### src/common/periph_pkg.sv
// Single hclk domain, 32-bit AHB data, 4-bit region field at addr[15:12], regions 2-15 unmapped
package periph_pkg;

  parameter int DATA_W     = 32;
  parameter int AHB_ADDR_W = 32;
  parameter int REGION_W   = 4;
  parameter int REGION_LSB = 12;

  parameter logic [REGION_W-1:0] REGION_TIMER = 4'd0;
  parameter logic [REGION_W-1:0] REGION_APB   = 4'd1;

  typedef enum logic [1:0] {
    HTRANS_IDLE   = 2'b00,
    HTRANS_BUSY   = 2'b01,
    HTRANS_NONSEQ = 2'b10,
    HTRANS_SEQ    = 2'b11
  } htrans_e;

  typedef enum logic {
    HRESP_OKAY  = 1'b0,
    HRESP_ERROR = 1'b1
  } hresp_e;

  typedef enum logic [2:0] {
    BR_IDLE,
    BR_SETUP,
    BR_ACCESS,
    BR_ERR_FIRST,
    BR_ERR_LAST
  } bridge_state_e;

  // Timer register offsets within its region
  typedef enum logic [3:0] {
    TREG_CTRL   = 4'h0,
    TREG_VALUE  = 4'h4,
    TREG_RELOAD = 4'h8,
    TREG_STATUS = 4'hC
  } timer_reg_e;

  // ---------------------------------------------------------------------
  // Bus structs

  typedef struct packed {
    logic                  sel;
    logic [AHB_ADDR_W-1:0] addr;
    htrans_e               trans;
    logic                  write;
    logic [2:0]            size;
    logic                  ready_in;
  } ahb_req_t;

  typedef struct packed {
    logic [DATA_W-1:0] rdata;
    logic              readyout;
    hresp_e            resp;
  } ahb_rsp_t;

  typedef struct packed {
    logic [31:0]       paddr;
    logic              psel;
    logic              penable;
    logic              pwrite;
    logic [DATA_W-1:0] pwdata;
  } apb_req_t;

  typedef struct packed {
    logic [DATA_W-1:0] prdata;
    logic              pready;
    logic              pslverr;
  } apb_rsp_t;

endpackage

### src/ahb_slave_mux.sv
// Regions other than timer and APB get a two-cycle error; idle and busy transfers get zero-wait okay
module ahb_slave_mux import periph_pkg::*; (
  input  logic     hclk,
  input  logic     rst_n,
  input  ahb_req_t ahb_req,
  input  ahb_rsp_t timer_rsp,
  input  ahb_rsp_t apb_bridge_rsp,
  output logic     sel_timer,
  output logic     sel_apb,
  output ahb_rsp_t ahb_rsp
);

  logic [REGION_W-1:0] region;
  logic [REGION_W-1:0] dp_region;
  logic                dp_active;
  logic                dp_unmapped;
  logic                err_second;
  logic                accept;

  // ---------------------------------------------------------------------
  // Address phase decode

  assign region    = ahb_req.addr[REGION_LSB +: REGION_W];
  assign sel_timer = ahb_req.sel && (region == REGION_TIMER);
  assign sel_apb   = ahb_req.sel && (region == REGION_APB);
  assign accept    = ahb_req.sel && ahb_req.ready_in &&
                     (ahb_req.trans == HTRANS_NONSEQ || ahb_req.trans == HTRANS_SEQ);

  // Data phase tracking, frozen while the current slave stalls
  always_ff @(posedge hclk or negedge rst_n) begin
    if (!rst_n) begin
      dp_active <= 1'b0;
      dp_region <= '0;
    end else if (ahb_rsp.readyout) begin
      dp_active <= accept;
      dp_region <= region;
    end
  end

  assign dp_unmapped = dp_active && (dp_region != REGION_TIMER) && (dp_region != REGION_APB);

  // Default slave, second error cycle
  always_ff @(posedge hclk or negedge rst_n) begin
    if (!rst_n) begin
      err_second <= 1'b0;
    end else begin
      err_second <= dp_unmapped && !err_second;
    end
  end

  // ---------------------------------------------------------------------
  // Response return

  always_comb begin
    ahb_rsp.rdata    = '0;
    ahb_rsp.readyout = 1'b1;
    ahb_rsp.resp     = HRESP_OKAY;
    if (dp_active && dp_region == REGION_TIMER) begin
      ahb_rsp = timer_rsp;
    end else if (dp_active && dp_region == REGION_APB) begin
      ahb_rsp = apb_bridge_rsp;
    end else if (dp_unmapped) begin
      ahb_rsp.readyout = err_second;
      ahb_rsp.resp     = HRESP_ERROR;
    end
  end

endmodule

### src/timer/ahb_timer.sv
// Word access only, offset from addr[3:0] so the 4 registers alias through the region
module ahb_timer import periph_pkg::*; (
  input  logic              hclk,
  input  logic              rst_n,
  input  logic              sel_timer,
  input  ahb_req_t          ahb_req,
  input  logic [DATA_W-1:0] hwdata,
  output ahb_rsp_t          timer_rsp,
  output logic              timer_int
);

  logic              accept;
  logic              dp_valid;
  logic              dp_write;
  timer_reg_e        dp_off;
  logic              wr_en;
  logic              wrap;
  logic [1:0]        ctrl;
  logic [DATA_W-1:0] value;
  logic [DATA_W-1:0] reload;
  logic              int_flag;

  assign accept = sel_timer && ahb_req.ready_in &&
                  (ahb_req.trans == HTRANS_NONSEQ || ahb_req.trans == HTRANS_SEQ);

  // Address phase capture
  always_ff @(posedge hclk or negedge rst_n) begin
    if (!rst_n) begin
      dp_valid <= 1'b0;
      dp_write <= 1'b0;
      dp_off   <= TREG_CTRL;
    end else if (ahb_req.ready_in) begin
      dp_valid <= accept;
      dp_write <= ahb_req.write;
      dp_off   <= timer_reg_e'(ahb_req.addr[3:0]);
    end
  end

  assign wr_en = dp_valid && dp_write;
  assign wrap  = ctrl[0] && (value == '0) && !(wr_en && dp_off == TREG_VALUE);

  // ---------------------------------------------------------------------
  // Registers and counter

  always_ff @(posedge hclk or negedge rst_n) begin
    if (!rst_n) begin
      ctrl   <= 2'b00;
      reload <= '0;
    end else if (wr_en) begin
      if (dp_off == TREG_CTRL) begin
        ctrl <= hwdata[1:0];
      end
      if (dp_off == TREG_RELOAD) begin
        reload <= hwdata;
      end
    end
  end

  always_ff @(posedge hclk or negedge rst_n) begin
    if (!rst_n) begin
      value <= '0;
    end else if (wr_en && dp_off == TREG_VALUE) begin
      value <= hwdata;
    end else if (wrap) begin
      value <= reload;
    end else if (ctrl[0]) begin
      value <= value - 1'b1;
    end
  end

  // A wrap in the same cycle as a clear keeps the flag set
  always_ff @(posedge hclk or negedge rst_n) begin
    if (!rst_n) begin
      int_flag <= 1'b0;
    end else if (wrap) begin
      int_flag <= 1'b1;
    end else if (wr_en && dp_off == TREG_STATUS && hwdata[0]) begin
      int_flag <= 1'b0;
    end
  end

  assign timer_int = int_flag && ctrl[1];

  // Read data from the captured offset
  always_comb begin
    timer_rsp.readyout = 1'b1;
    timer_rsp.resp     = HRESP_OKAY;
    case (dp_off)
      TREG_CTRL:   timer_rsp.rdata = {{(DATA_W-2){1'b0}}, ctrl};
      TREG_VALUE:  timer_rsp.rdata = value;
      TREG_RELOAD: timer_rsp.rdata = reload;
      TREG_STATUS: timer_rsp.rdata = {{(DATA_W-1){1'b0}}, int_flag};
      default:     timer_rsp.rdata = '0;
    endcase
  end

endmodule

### src/apb_bridge/ahb_apb_bridge.sv
// One APB transfer per AHB transfer, at least 3 cycles; paddr carries only the low APB_ADDR_W bits
module ahb_apb_bridge import periph_pkg::*; #(
  parameter int APB_ADDR_W = 12
) (
  input  logic              hclk,
  input  logic              rst_n,
  input  logic              sel_apb,
  input  ahb_req_t          ahb_req,
  input  logic [DATA_W-1:0] hwdata,
  input  apb_rsp_t          apb_rsp,
  output ahb_rsp_t          apb_bridge_rsp,
  output apb_req_t          apb_req
);

  bridge_state_e           state;
  bridge_state_e           state_nxt;
  logic                    accept;
  logic [APB_ADDR_W-1:0]   paddr_q;
  logic                    pwrite_q;
  logic [DATA_W-1:0]       wdata_q;
  logic [DATA_W-1:0]       rdata_q;

  assign accept = sel_apb && ahb_req.ready_in &&
                  (ahb_req.trans == HTRANS_NONSEQ || ahb_req.trans == HTRANS_SEQ);

  // ---------------------------------------------------------------------
  // FSM

  always_comb begin
    state_nxt = state;
    case (state)
      BR_IDLE: begin
        if (accept) begin
          state_nxt = BR_SETUP;
        end
      end
      BR_SETUP: state_nxt = BR_ACCESS;
      BR_ACCESS: begin
        if (apb_rsp.pready) begin
          state_nxt = apb_rsp.pslverr ? BR_ERR_FIRST : BR_IDLE;
        end
      end
      BR_ERR_FIRST: state_nxt = BR_ERR_LAST;
      // Last error cycle has readyout high, so a new transfer may start
      BR_ERR_LAST: state_nxt = accept ? BR_SETUP : BR_IDLE;
      default: state_nxt = BR_IDLE;
    endcase
  end

  always_ff @(posedge hclk or negedge rst_n) begin
    if (!rst_n) begin
      state    <= BR_IDLE;
      pwrite_q <= 1'b0;
    end else begin
      state <= state_nxt;
      if (accept) begin
        pwrite_q <= ahb_req.write;
      end
    end
  end

  // ---------------------------------------------------------------------
  // Address, write data and read data capture

  always_ff @(posedge hclk) begin
    if (accept) begin
      paddr_q <= ahb_req.addr[APB_ADDR_W-1:0];
    end
    if (state == BR_SETUP) begin
      wdata_q <= hwdata;
    end
    if (state == BR_ACCESS && apb_rsp.pready) begin
      rdata_q <= apb_rsp.prdata;
    end
  end

  // APB side
  always_comb begin
    apb_req.paddr                 = '0;
    apb_req.paddr[APB_ADDR_W-1:0] = paddr_q;
    apb_req.psel                  = (state == BR_SETUP) || (state == BR_ACCESS);
    apb_req.penable               = (state == BR_ACCESS);
    apb_req.pwrite                = pwrite_q;
    // hwdata is live in setup and held in wdata_q for access
    apb_req.pwdata                = (state == BR_SETUP) ? hwdata : wdata_q;
  end

  // AHB side
  assign apb_bridge_rsp.rdata    = rdata_q;
  assign apb_bridge_rsp.readyout = (state == BR_IDLE) || (state == BR_ERR_LAST);
  assign apb_bridge_rsp.resp     = (state == BR_ERR_FIRST || state == BR_ERR_LAST) ?
                                   HRESP_ERROR : HRESP_OKAY;

endmodule

### src/periph_top.sv
// One AHB-Lite slave port on hclk; ready_in must be fed back from ahb_rsp.readyout by the master side
module periph_top import periph_pkg::*; #(
  parameter int APB_ADDR_W = 12
) (
  input  logic              hclk,
  input  logic              rst_n,
  input  ahb_req_t          ahb_req,
  input  logic [DATA_W-1:0] hwdata,
  input  apb_rsp_t          apb_rsp,
  output ahb_rsp_t          ahb_rsp,
  output apb_req_t          apb_req,
  output logic              timer_int
);

  logic     sel_timer;
  logic     sel_apb;
  ahb_rsp_t timer_rsp;
  ahb_rsp_t apb_bridge_rsp;

  // Region decode and response return
  ahb_slave_mux ahb_slave_mux_inst (
    .hclk           (hclk),
    .rst_n          (rst_n),
    .ahb_req        (ahb_req),
    .timer_rsp      (timer_rsp),
    .apb_bridge_rsp (apb_bridge_rsp),
    .sel_timer      (sel_timer),
    .sel_apb        (sel_apb),
    .ahb_rsp        (ahb_rsp)
  );

  ahb_timer ahb_timer_inst (
    .hclk      (hclk),
    .rst_n     (rst_n),
    .sel_timer (sel_timer),
    .ahb_req   (ahb_req),
    .hwdata    (hwdata),
    .timer_rsp (timer_rsp),
    .timer_int (timer_int)
  );

  // DMA controller APB port
  ahb_apb_bridge #(
    .APB_ADDR_W (APB_ADDR_W)
  ) ahb_apb_bridge_inst (
    .hclk           (hclk),
    .rst_n          (rst_n),
    .sel_apb        (sel_apb),
    .ahb_req        (ahb_req),
    .hwdata         (hwdata),
    .apb_rsp        (apb_rsp),
    .apb_bridge_rsp (apb_bridge_rsp),
    .apb_req        (apb_req)
  );

endmodule

### config.mk
export PLATFORM = sky130hd
export DESIGN_NAME = periph_top
export DESIGN_NICKNAME = d
export VERILOG_FILES = /design/src/common/periph_pkg.sv /design/src/ahb_slave_mux.sv /design/src/timer/ahb_timer.sv /design/src/apb_bridge/ahb_apb_bridge.sv /design/src/periph_top.sv
export SDC_FILE = /design/constraint.sdc
export NUM_CORES = 1
export LEC_CHECK = 0
export BUFFER_PORTS_ARGS = -buffer_cell sky130_fd_sc_hd__buf_2
export CAP_MARGIN = 40
export CORE_MARGIN = 5
export CORE_UTILIZATION = 49
export CTS_BUF_LIST = sky130_fd_sc_hd__clkbuf_4
export DETAILED_ROUTE_END_ITERATION = 10
export PLACE_DENSITY_LB_ADDON = 0.3
export SLEW_MARGIN = 15
export SYNTH_ARGS = -nofsm -noshare
export SYNTH_HDL_FRONTEND = slang
export SYNTH_SLANG_ARGS = --single-unit
export TNS_END_PERCENT = 5
### constraint.sdc
create_clock -name hclk -period 2.92 [get_ports hclk]
set_input_delay 0.292 -clock hclk [delete_from_list [all_inputs] [get_ports hclk]]
set_output_delay 0.292 -clock hclk [all_outputs]
set_load 0.1 [all_outputs]
# [After elaboration in Yosys (flattened, before gate mapping)]
# Index checks and enable logic that the tools add are counted.
[word_totals] output_inout_bits=102 register_bits=159
[classes] reduce_logical=38 mux=17 eq_ne=14 addsub=1
[ops] op="$mux 32" n=5
[ops] op="$pmux 32 s4" n=1
[ops] op="$mux 34" n=1
[ops] op="$logic_not 32->1" n=1
[ops] op="$sub 32x1->32 const B" n=1
[ops] op="$logic_and 1x1->1" n=21
[ops] op="$pmux 3 s5" n=1
[ops] op="$logic_not 4->1" n=3
[ops] op="$eq 4x1->1 const B" n=2
[ops] op="$eq 4x4->1 const B" n=2
[ops] op="$eq 3x2->1 const B" n=2
[ops] op="$mux 2" n=3
[ops] op="$mux 3" n=2
[ops] op="$reduce_and 2->1" n=3
[ops] op="$eq 2x2->1 const B" n=2
[ops] op="$eq 4x3->1 const B" n=1
[ops] op="$logic_or 1x1->1" n=4
[ops] op="$mux 1" n=4
[ops] op="$ne 4x1->1 const B" n=1
[ops] op="$reduce_bool 4->1" n=1
[ops] op="$eq 3x1->1 const B" n=1
[ops] op="$eq 3x3->1 const B" n=1
[ops] op="$logic_not 3->1" n=1
[ops] op="$reduce_bool 3->1" n=1
[ops] op="other kinds (4)" n=5

# [Longest topological paths before layout]
# Gate-level depths: netlist of the first run.
[logic_depth] word_depth=6 mapped_depth=9 ltp_nobuf=7

# [Modules after synthesis]
# Synthesis of the first run repeated with hierarchy kept, for this count alone.
[unflattened] hier_cells=695 hier_area_um2=7793.7
[by_module_without_submodules] mod="ahb_timer" area_per_inst_um2=4394.2 n_inst=1 cells_each=476 seq_area_each_um2=1826.8
[by_module_without_submodules] mod="ahb_apb_bridge" area_per_inst_um2=2743.9 n_inst=1 cells_each=154 seq_area_each_um2=2062.0
[by_module_without_submodules] mod="ahb_slave_mux" area_per_inst_um2=655.6 n_inst=1 cells_each=65 seq_area_each_um2=150.1

# [Worst setup path after synthesis of the first run]
# Ideal clock, no wire load.
[synth_timing] path_type="flip-flop to output port" from="register ahb_timer_inst.dp_off[1]" to="output ahb_rsp[10] in the netlist's numbering" path_slack_ns=-0.913 stages_incl_launch_ff=5 n_path_buf=1 required_time_ns=2.628 t_arrival_ns=3.541 path_cell_list="dfrtp_1 > nor4b_1 > clkbuf_1 > a22oi_1 > o21ai_0"
[synth_lines] item="from (decl)" line_no="ahb_timer.sv:15" text="timer_reg_e dp_off;"
[synth_lines] item="from (signal assigned)" line_no="ahb_timer.sv:35" text="dp_off <= timer_reg_e'(ahb_req.addr[3:0]);"
[synth_lines] item="to (decl)" line_no="periph_top.sv:10" text="output ahb_rsp_t ahb_rsp,"

==> run_results.csv, run 1 <==
group,metric,value,unit
global_route,use_met3,0.05476,
clocking,clock-sinks,159,
sta,maxSlewHeadroom,0.5986,
global_route,grt.busiest_layer,"met2",
synth,synth_area_per_cell,10.81,um^2
global_route,grt_use_met1,0.3050,
clocking,cts_made_buffers,17,
global_route,overflow,0,
synth,synth_cell_types,50,
placement,placed_cells,1035,
finish,diodes,0,
finish,finalNonFillerCells,1152,
critical_path,crit_end,"ahb_rsp[2]",
sta,finalMaxSlewViolations,0,
synth,synthSimpleGateAreaFrac,0.1278,
detailed_routing,finalWirelength,20570,um
placement,dp_hpwl,13400,um
global_route,grt_util_met2,0.3863,
synth,synthCells,692,
global_route,grt_max_degree,57,
synth,post_synth_main_area_contributors,"dfrtp_1 28%, edfxtp_1 18%, mux2_2 11%, dfxtp_1 8.6%, o21ai_0 4.1%",
detailed_routing,drt_iter0_drc,439,
sta,setup-violations-final,0,
synth,ys.flop_type,"dfrtp_1",
clocking,cts-root-buf,"clkbuf_4",
finish,regArea,4040,um^2
finish,nets,1060,
clocking,cts_tree,"built",
die,fp-row-count,45,
finish,multi_input_comb_area,3172,um^2
clocking,clockBufferDepth,2,
sta,fin_setup_tns,0,ps
detailed_routing,antenna_left,0,
sta,finalCritPeriodShare,0.9619,
critical_path,worst_path_max_delay_cell,"or4b_2",
critical_path,rr_startpoint,"ahb_timer_inst.value[0]$_DFFE_PN0P_",
hold_path,hp-class,"input port to register",
critical_path,path_max_fanout,6,
die,die_y,133.5,um
finish,layout-drive-gt1-share,0.3382,
critical_path,cp.arrival,2520,ps
global_route,antenna_found_initial,0,
detailed_routing,detail_route.wl_per_cell,17.85,um
critical_path,crit_type,"register to primary output",
sta,holdWs,64.14,ps
synth,yosys.area.top_type,"dfrtp_1",
synth,synth_warnings,0,
clocking,cts_setup_buffers,0,
critical_path,start_kind,"register",
synth,synth-edff-count,44,
synth,synth_top_family_by_area,"compound AO/OA/AOI/OAI gates",
finish,synthToLayoutAreaGrowth,37.08,%
synth,yosys.cell_count.top_type,"dfrtp_1",
critical_path,cpPeakStageDelay,770,ps
sta,fin_skew,18.70,ps
detailed_routing,firstDrtPassIters,7,
die,die_w,133.5,um
detailed_routing,drcViolationCount,0,
detailed_routing,viasPerCell,5.556,
clocking,htree_levels,4,
synth,synth_mux_area_frac,0.1206,
global_route,grt_pass1_vias,6410,
pwr,cellLeakagePower,0.004411,uW
die,initial_core_util,0.4956,
sta,rsz0062_at_grt,"true",
synth,async_flop_share,0.5220,
finish,fin_area,10250,um^2
flow_run,max_cap_viol_count,0,
critical_path,endpoint_kind,"primary output",
sta,finalCriticalPeriod,2809,ps
pwr,vdd_drop_max,822.4,uV
critical_path,rr_worst_depth,8,
synth,synthTopCellsByCount,"83 x dfrtp_1, 73 x mux2_2, 62 x o21ai_0, 52 x nand2_1, 44 x edfxtp_1",
placement,place.gp.congestion,0.8884,
synth,yosysSeqAreaShare,0.5401,
synth,synth_xor_area_frac,0.02342,
global_route,grtUsageTotal,0.2319,
synth,synth_compound_area_frac,0.1330,
global_route,grt_pass1_wl,33260,um
synth,netlist_area,7478,um^2
die,die_area,17830,um^2
clocking,clk_latency,570,ps
die,core,15090,um^2
sta,fmax,0.3560,GHz
finish,fill_cells,1144,
sta,worst_pin_slew,596.6,ps
critical_path,cp-startpoint,"ahb_timer_inst.dp_off[1]$_DFFE_PN0P_",
critical_path,path_cells,"or4b_2, o221a_2, o21ai_2, buf_12",
run_status,status,"finished clean",
critical_path,timing.reg2reg.setup_slack,350,ps
die,pin_count,210,
synth,synth_seq_cells,159,
clocking,clkTransAtPathRegs,140,ps
detailed_routing,vias,6401,
critical_path,r2r-end,"ahb_timer_inst.value[29]$_DFFE_PN0P_",
pwr,power_density,838.9,nW/um^2
synth,synth_fa_ha_area_frac,0.001673,
placement,postPlaceCellArea,9106,um^2
sta,hold_viol_final,0,
pwr,total_power,8599,uW
placement,port-buffer-count,169,
critical_path,required,2630,ps
synth,synthDominantCellAreaShare,0.2777,
-- timing repair --
item,in CTS,in global routing
endpoints found under the hold margin,169,0
hold buffers,85,0
endpoints found under the setup margin,0,30
gates resized for setup,0,5
-- layout make-up --
class                           instances  share of cell area
Sequential cell                       159              0.3941
Multi-Input combinational cell        470              0.3094
Timing Repair Buffer                  287              0.2412
Tap cell                              188             0.02295
Clock buffer                           20             0.01465
Clock inverter                         12             0.01184
Inverter                               16            0.005859
-- worst min-delay path by stage --
stage,cells after the start,from,endpoint,slack (ps)
detailed placement,1,rst_n,ahb_timer_inst.reload[8]$_DFFE_PN0P_,250
floorplan,0,rst_n,ahb_apb_bridge_inst.pwrite_q$_DFFE_PN0P_,-4
CTS,4,apb_rsp[0],ahb_apb_bridge_inst.state[0]$_DFFE_PN0P_,30
global route,2,ahb_req[0],ahb_timer_inst.dp_write$_DFFE_PN0P_,50
global placement,1,ahb_slave_mux_inst.err_second$_DFF_PN0_,ahb_slave_mux_inst.err_second$_DFF_PN0_,400
finish,4,apb_rsp[0],ahb_apb_bridge_inst.state[0]$_DFFE_PN0P_,60
-- through the flow --
| step | util | setup slack [ps] |
|---|---|---|
| global placement | 0.6017 | 412.3 |
| finish | 0.6794 | 111.3 |
| CTS | 0.6779 | 16.09 |
| floorplan | - | -305.6 |
| detailed placement | 0.6035 | 355.6 |
| global route | 0.6794 | -28.22 |
-- logic make-up after synthesis --
logic type	count (synthesis)
AOI/OAI and AO/OA	164
xor gates and xnor gates	20
muxes	81
buffers and inverters	82
and+or+nand+nor	184
adders and majority gates	1
other	1
DFF	159
-- sequential cells by signal (all words and copies together) (netlist names), 2 cells and up --
signal and flops:
ahb_timer_inst.reload 32, ahb_slave_mux_inst.dp_region 4, ahb_apb_bridge_inst.state 3, ahb_apb_bridge_inst.wdata_q 32, ahb_timer_inst.ctrl 2, ahb_apb_bridge_inst.rdata_q 32
ahb_timer_inst.value 32, ahb_timer_inst.dp_off 4, ahb_apb_bridge_inst.paddr_q 12
-- power breakdown --
| group | internal (uW) | total (uW) | switching (uW) |
|---|---|---|---|
| Sequential | 2810 | 3220 | 412 |
| Combinational | 1020 | 4080 | 3070 |
| Clock | 528 | 1300 | 771 |
| Total | 4350 | 8600 | 4250 |
-- critical path, delay by kind of cell, from the launching register on --
family | cells | cell delay, ps
AO/OA/AOI/OAI | 2 | 490
flip-flops | 1 | 490
buffers and inverters | 1 | 200
AND/OR/NAND/NOR | 1 | 770
-- per-layer routing --
| metal | vias up | share of wire |
|---|---|---|
| met3 | 24 | 0.070 |
| met2 | 259 | 0.49 |
| met1 | 3090 | 0.43 |
| met4 | 0 | 0.015 |
| li1 | 3028 | - |
| met5 | - | 0 |
-- cells in the final DEF, fill, tap and decap left out, types with 7 or more instances in the layout --
cell type / instances
clkbuf_4: 20
edfxtp_1: 44
o22ai_1: 7
nand3_1: 13
inv_1: 16
o21ai_1: 29
nor4_1: 12
nor2_1: 33
and3_1: 17
conb_1: 20
buf_12: 34
buf_2: 136
o21ai_0: 29
or4_1: 7
dfxtp_1: 32
mux2_2: 73
xor2_1: 17
dfrtp_1: 82
nand4_1: 9
a22oi_1: 31
a21oi_1: 36
buf_4: 31
o211ai_1: 11
nor3_1: 11
dlygate4sd3_1: 85
nand2_1: 52
mux2i_1: 8
(Power assumes the default switching activity.)
==> run 2, diff against run 1 <==
--- a/config.mk
+++ b/config.mk
@@ -5,10 +5,11 @@
 export SDC_FILE = /design/constraint.sdc
 export NUM_CORES = 1
 export LEC_CHECK = 0
+export ABC_AREA = 1
 export BUFFER_PORTS_ARGS = -buffer_cell sky130_fd_sc_hd__buf_2
 export CAP_MARGIN = 40
 export CORE_MARGIN = 5
-export CORE_UTILIZATION = 49
+export CORE_UTILIZATION = 50
 export CTS_BUF_LIST = sky130_fd_sc_hd__clkbuf_4
 export DETAILED_ROUTE_END_ITERATION = 10
 export PLACE_DENSITY_LB_ADDON = 0.3
==> run_results.csv, run 2 <==
group,metric,value,unit
synth,netlist_area,8154,um^2
pwr,power_density,973.7,nW/um^2
critical_path,required,2630,ps
placement,dpl_worst_slack,632.9,ps
die,die_y,137.7,um
critical_path,worst_path_max_delay_cell,"buf_2",
clocking,cts_setup_buffers,0,
sta,finalCritPeriodShare,0.9440,
detailed_routing,antenna_left,0,
detailed_routing,vias,7312,
clocking,clock-sinks,159,
clocking,cts_tree,"built",
die,die_area,18960,um^2
sta,setup-violations-final,0,
critical_path,cp-startpoint,"ahb_apb_bridge_inst.state[2]$_DFFE_PN0P_",
synth,synthTopCellsByCount,"218 x nand2_1, 146 x inv_1, 87 x o21ai_0, 83 x dfrtp_1, 63 x nor2_1",
synth,synth_seq_cells,159,
finish,layout_commonest_cell,"nand2_1",
detailed_routing,firstDrtPassIters,5,
detailed_routing,drt_iter0_drc,520,
critical_path,path_cells,"inv_1, nand3_2, buf_12, o21ai_0, buf_2",
clocking,clkTransAtPathRegs,130,ps
critical_path,cp_num_buf_inv,3,
die,initial_core_util,0.5115,
placement,dp_hpwl,14930,um
synth,synthDominantCellAreaShare,0.2547,
sta,holdWs,39.63,ps
global_route,grt_max_degree,65,
detailed_routing,viasPerCell,5.046,
sta,rsz0062_at_grt,"false",
global_route,antenna_found_initial,1,
clocking,cts-root-buf,"clkbuf_4",
placement,port-buffer-count,169,
detailed_routing,detail_route.wl_per_cell,15.25,um
synth,synth_area_per_cell,8.329,um^2
global_route,grt_pass1_wl,34660,um
critical_path,cpPeakStageDelay,490,ps
clocking,cts_made_buffers,17,
sta,finalCriticalPeriod,2757,ps
die,core,15940,um^2
synth,synth-edff-count,44,
detailed_routing,finalWirelength,22090,um
hold_path,hp-class,"input port to register",
finish,mostFrequentLayoutCells,"218 x nand2_1, 146 x inv_1, 145 x buf_2",
sta,worst_pin_slew,597.8,ps
die,fp-row-count,46,
die,die_w,137.7,um
clocking,htree_levels,4,
placement,placed_cells,1339,
sta,finalMaxSlewViolations,0,
sta,maxSlewHeadroom,0.6015,
global_route,grt_pass1_vias,6952,
sta,fin_skew,17.22,ps
global_route,overflow,0,
detailed_routing,drcViolationCount,0,
synth,yosys.area.top_type,"dfrtp_1",
synth,async_flop_share,0.5220,
die,pin_count,210,
finish,layout-drive-gt1-share,0.2305,
synth,yosys.cell_count.top_type,"nand2_1",
placement,place.gp.congestion,0.9377,
global_route,grtUsageTotal,0.2343,
critical_path,crit_type,"register to primary output",
finish,fill_cells,1394,
flow_run,max_cap_viol_count,0,
pwr,vdd_drop_max,776.5,uV
sta,hold_viol_final,0,
critical_path,endpoint_kind,"primary output",
critical_path,cp.arrival,2460,ps
finish,synthToLayoutAreaGrowth,25.96,%
clocking,clockBufferDepth,2,
finish,nets,1328,
synth,synth_cell_types,40,
run_status,status,"finished clean",
clocking,clk_latency,560,ps
critical_path,path_max_fanout,52,
synth,ys.flop_type,"dfrtp_1",
pwr,cellLeakagePower,0.005167,uW
synth,synthCells,979,
critical_path,start_kind,"register",
synth,post_synth_main_area_contributors,"dfrtp_1 25%, edfxtp_1 16%, nand2_1 10%, dfxtp_1 7.9%, inv_1 6.7%",
finish,finalNonFillerCells,1449,
finish,final_util,0.6442,
sta,fmax,0.3628,GHz
critical_path,rr_startpoint,"ahb_timer_inst.value[0]$_DFFE_PN0P_",
synth,yosysSeqAreaShare,0.4953,
sta,timing.final.ws_setup,163.5,ps
critical_path,crit_family,"buffers and inverters",
pwr,total_power,10000,uW
synth,synth_warnings,0,
hold_path,min_from,"hwdata[20]",
## run 2: tightest hold or removal path: stages
cell     delay [ps]
buf_2           100
inv_1            90
o21ai_0          90
## run 2: stage by stage
step	TNS, ps	cell area [um^2]
floorplan	-34570	8233
global placement	0	9146
detailed placement	0	9146
CTS	0	10220
global route	0	10270
finish	0	10270
## run 2: cells by family after synthesis
family,after synthesis,synth area share
other,1,0.0004599
adder cells (fa/ha/maj),1,0.001534
multiplexers,2,0.002762
AND/OR/NAND/NOR,413,0.2404
AO/OA/AOI/OAI,187,0.1373
buffers and inverters,206,0.1114
flip-flops,159,0.4953
XOR/XNOR,10,0.01074
## run 2: path summary, 6_finish.rpt
path / depth (start not counted) / end / slack [ps]
max: 5 / apb_req[21] / 160
min: 3 / ahb_timer_inst.reload[20]$_DFFE_PN0P_ / 40
max reg2reg: 9 / ahb_timer_inst.value[27]$_DFFE_PN0P_ / 790
min reg2reg: 2 / ahb_apb_bridge_inst.wdata_q[17]$_DFF_P_ / 480
max in group asynchronous: 3 / ahb_timer_inst.reload[10]$_DFFE_PN0P_ / 2040
min in group asynchronous: 2 / ahb_apb_bridge_inst.pwrite_q$_DFFE_PN0P_ / 220
## run 2: repair_timing
action,in CTS,in global routing
endpoints found under the setup margin,5,20
gates resized for setup,5,19
cloned,0,0
hold buffers,77,0
hold endpoints to repair,127,0
## run 2: report_power, final
part / internal (uW) / leakage (uW) / switching [uW] / total, uW
sequential: 2880 / 0.00159 / 401 / 3280
combinational: 1090 / 0.00342 / 4250 / 5340
clock: 600 / 0.000157 / 782 / 1380
## run 2: layer usage
layer / vias up / share of wire / GRT usage / wire (um)
met2: 237 / 0.51 / 0.4059 / 11190
met5: - / 0 / 0 / 0
met4: 0 / 0.013 / 0.06531 / 298
li1: 3653 / - / - / -
met1: 3395 / 0.42 / 0.3038 / 9336
met3: 27 / 0.058 / 0.03871 / 1272
## run 2: final cells by class
type	instances	area [um^2]	share of cell area
Sequential cell	159	4039	0.3932
Multi-Input combinational cell	633	3303	0.3216
Timing Repair Buffer	258	1804	0.1757
Inverter	150	563.0	0.05482
Tap cell	216	270.3	0.02631
Clock inverter	13	146.4	0.01425
Clock buffer	19	142.6	0.01389
Antenna cell	1	2.502	0.0002436
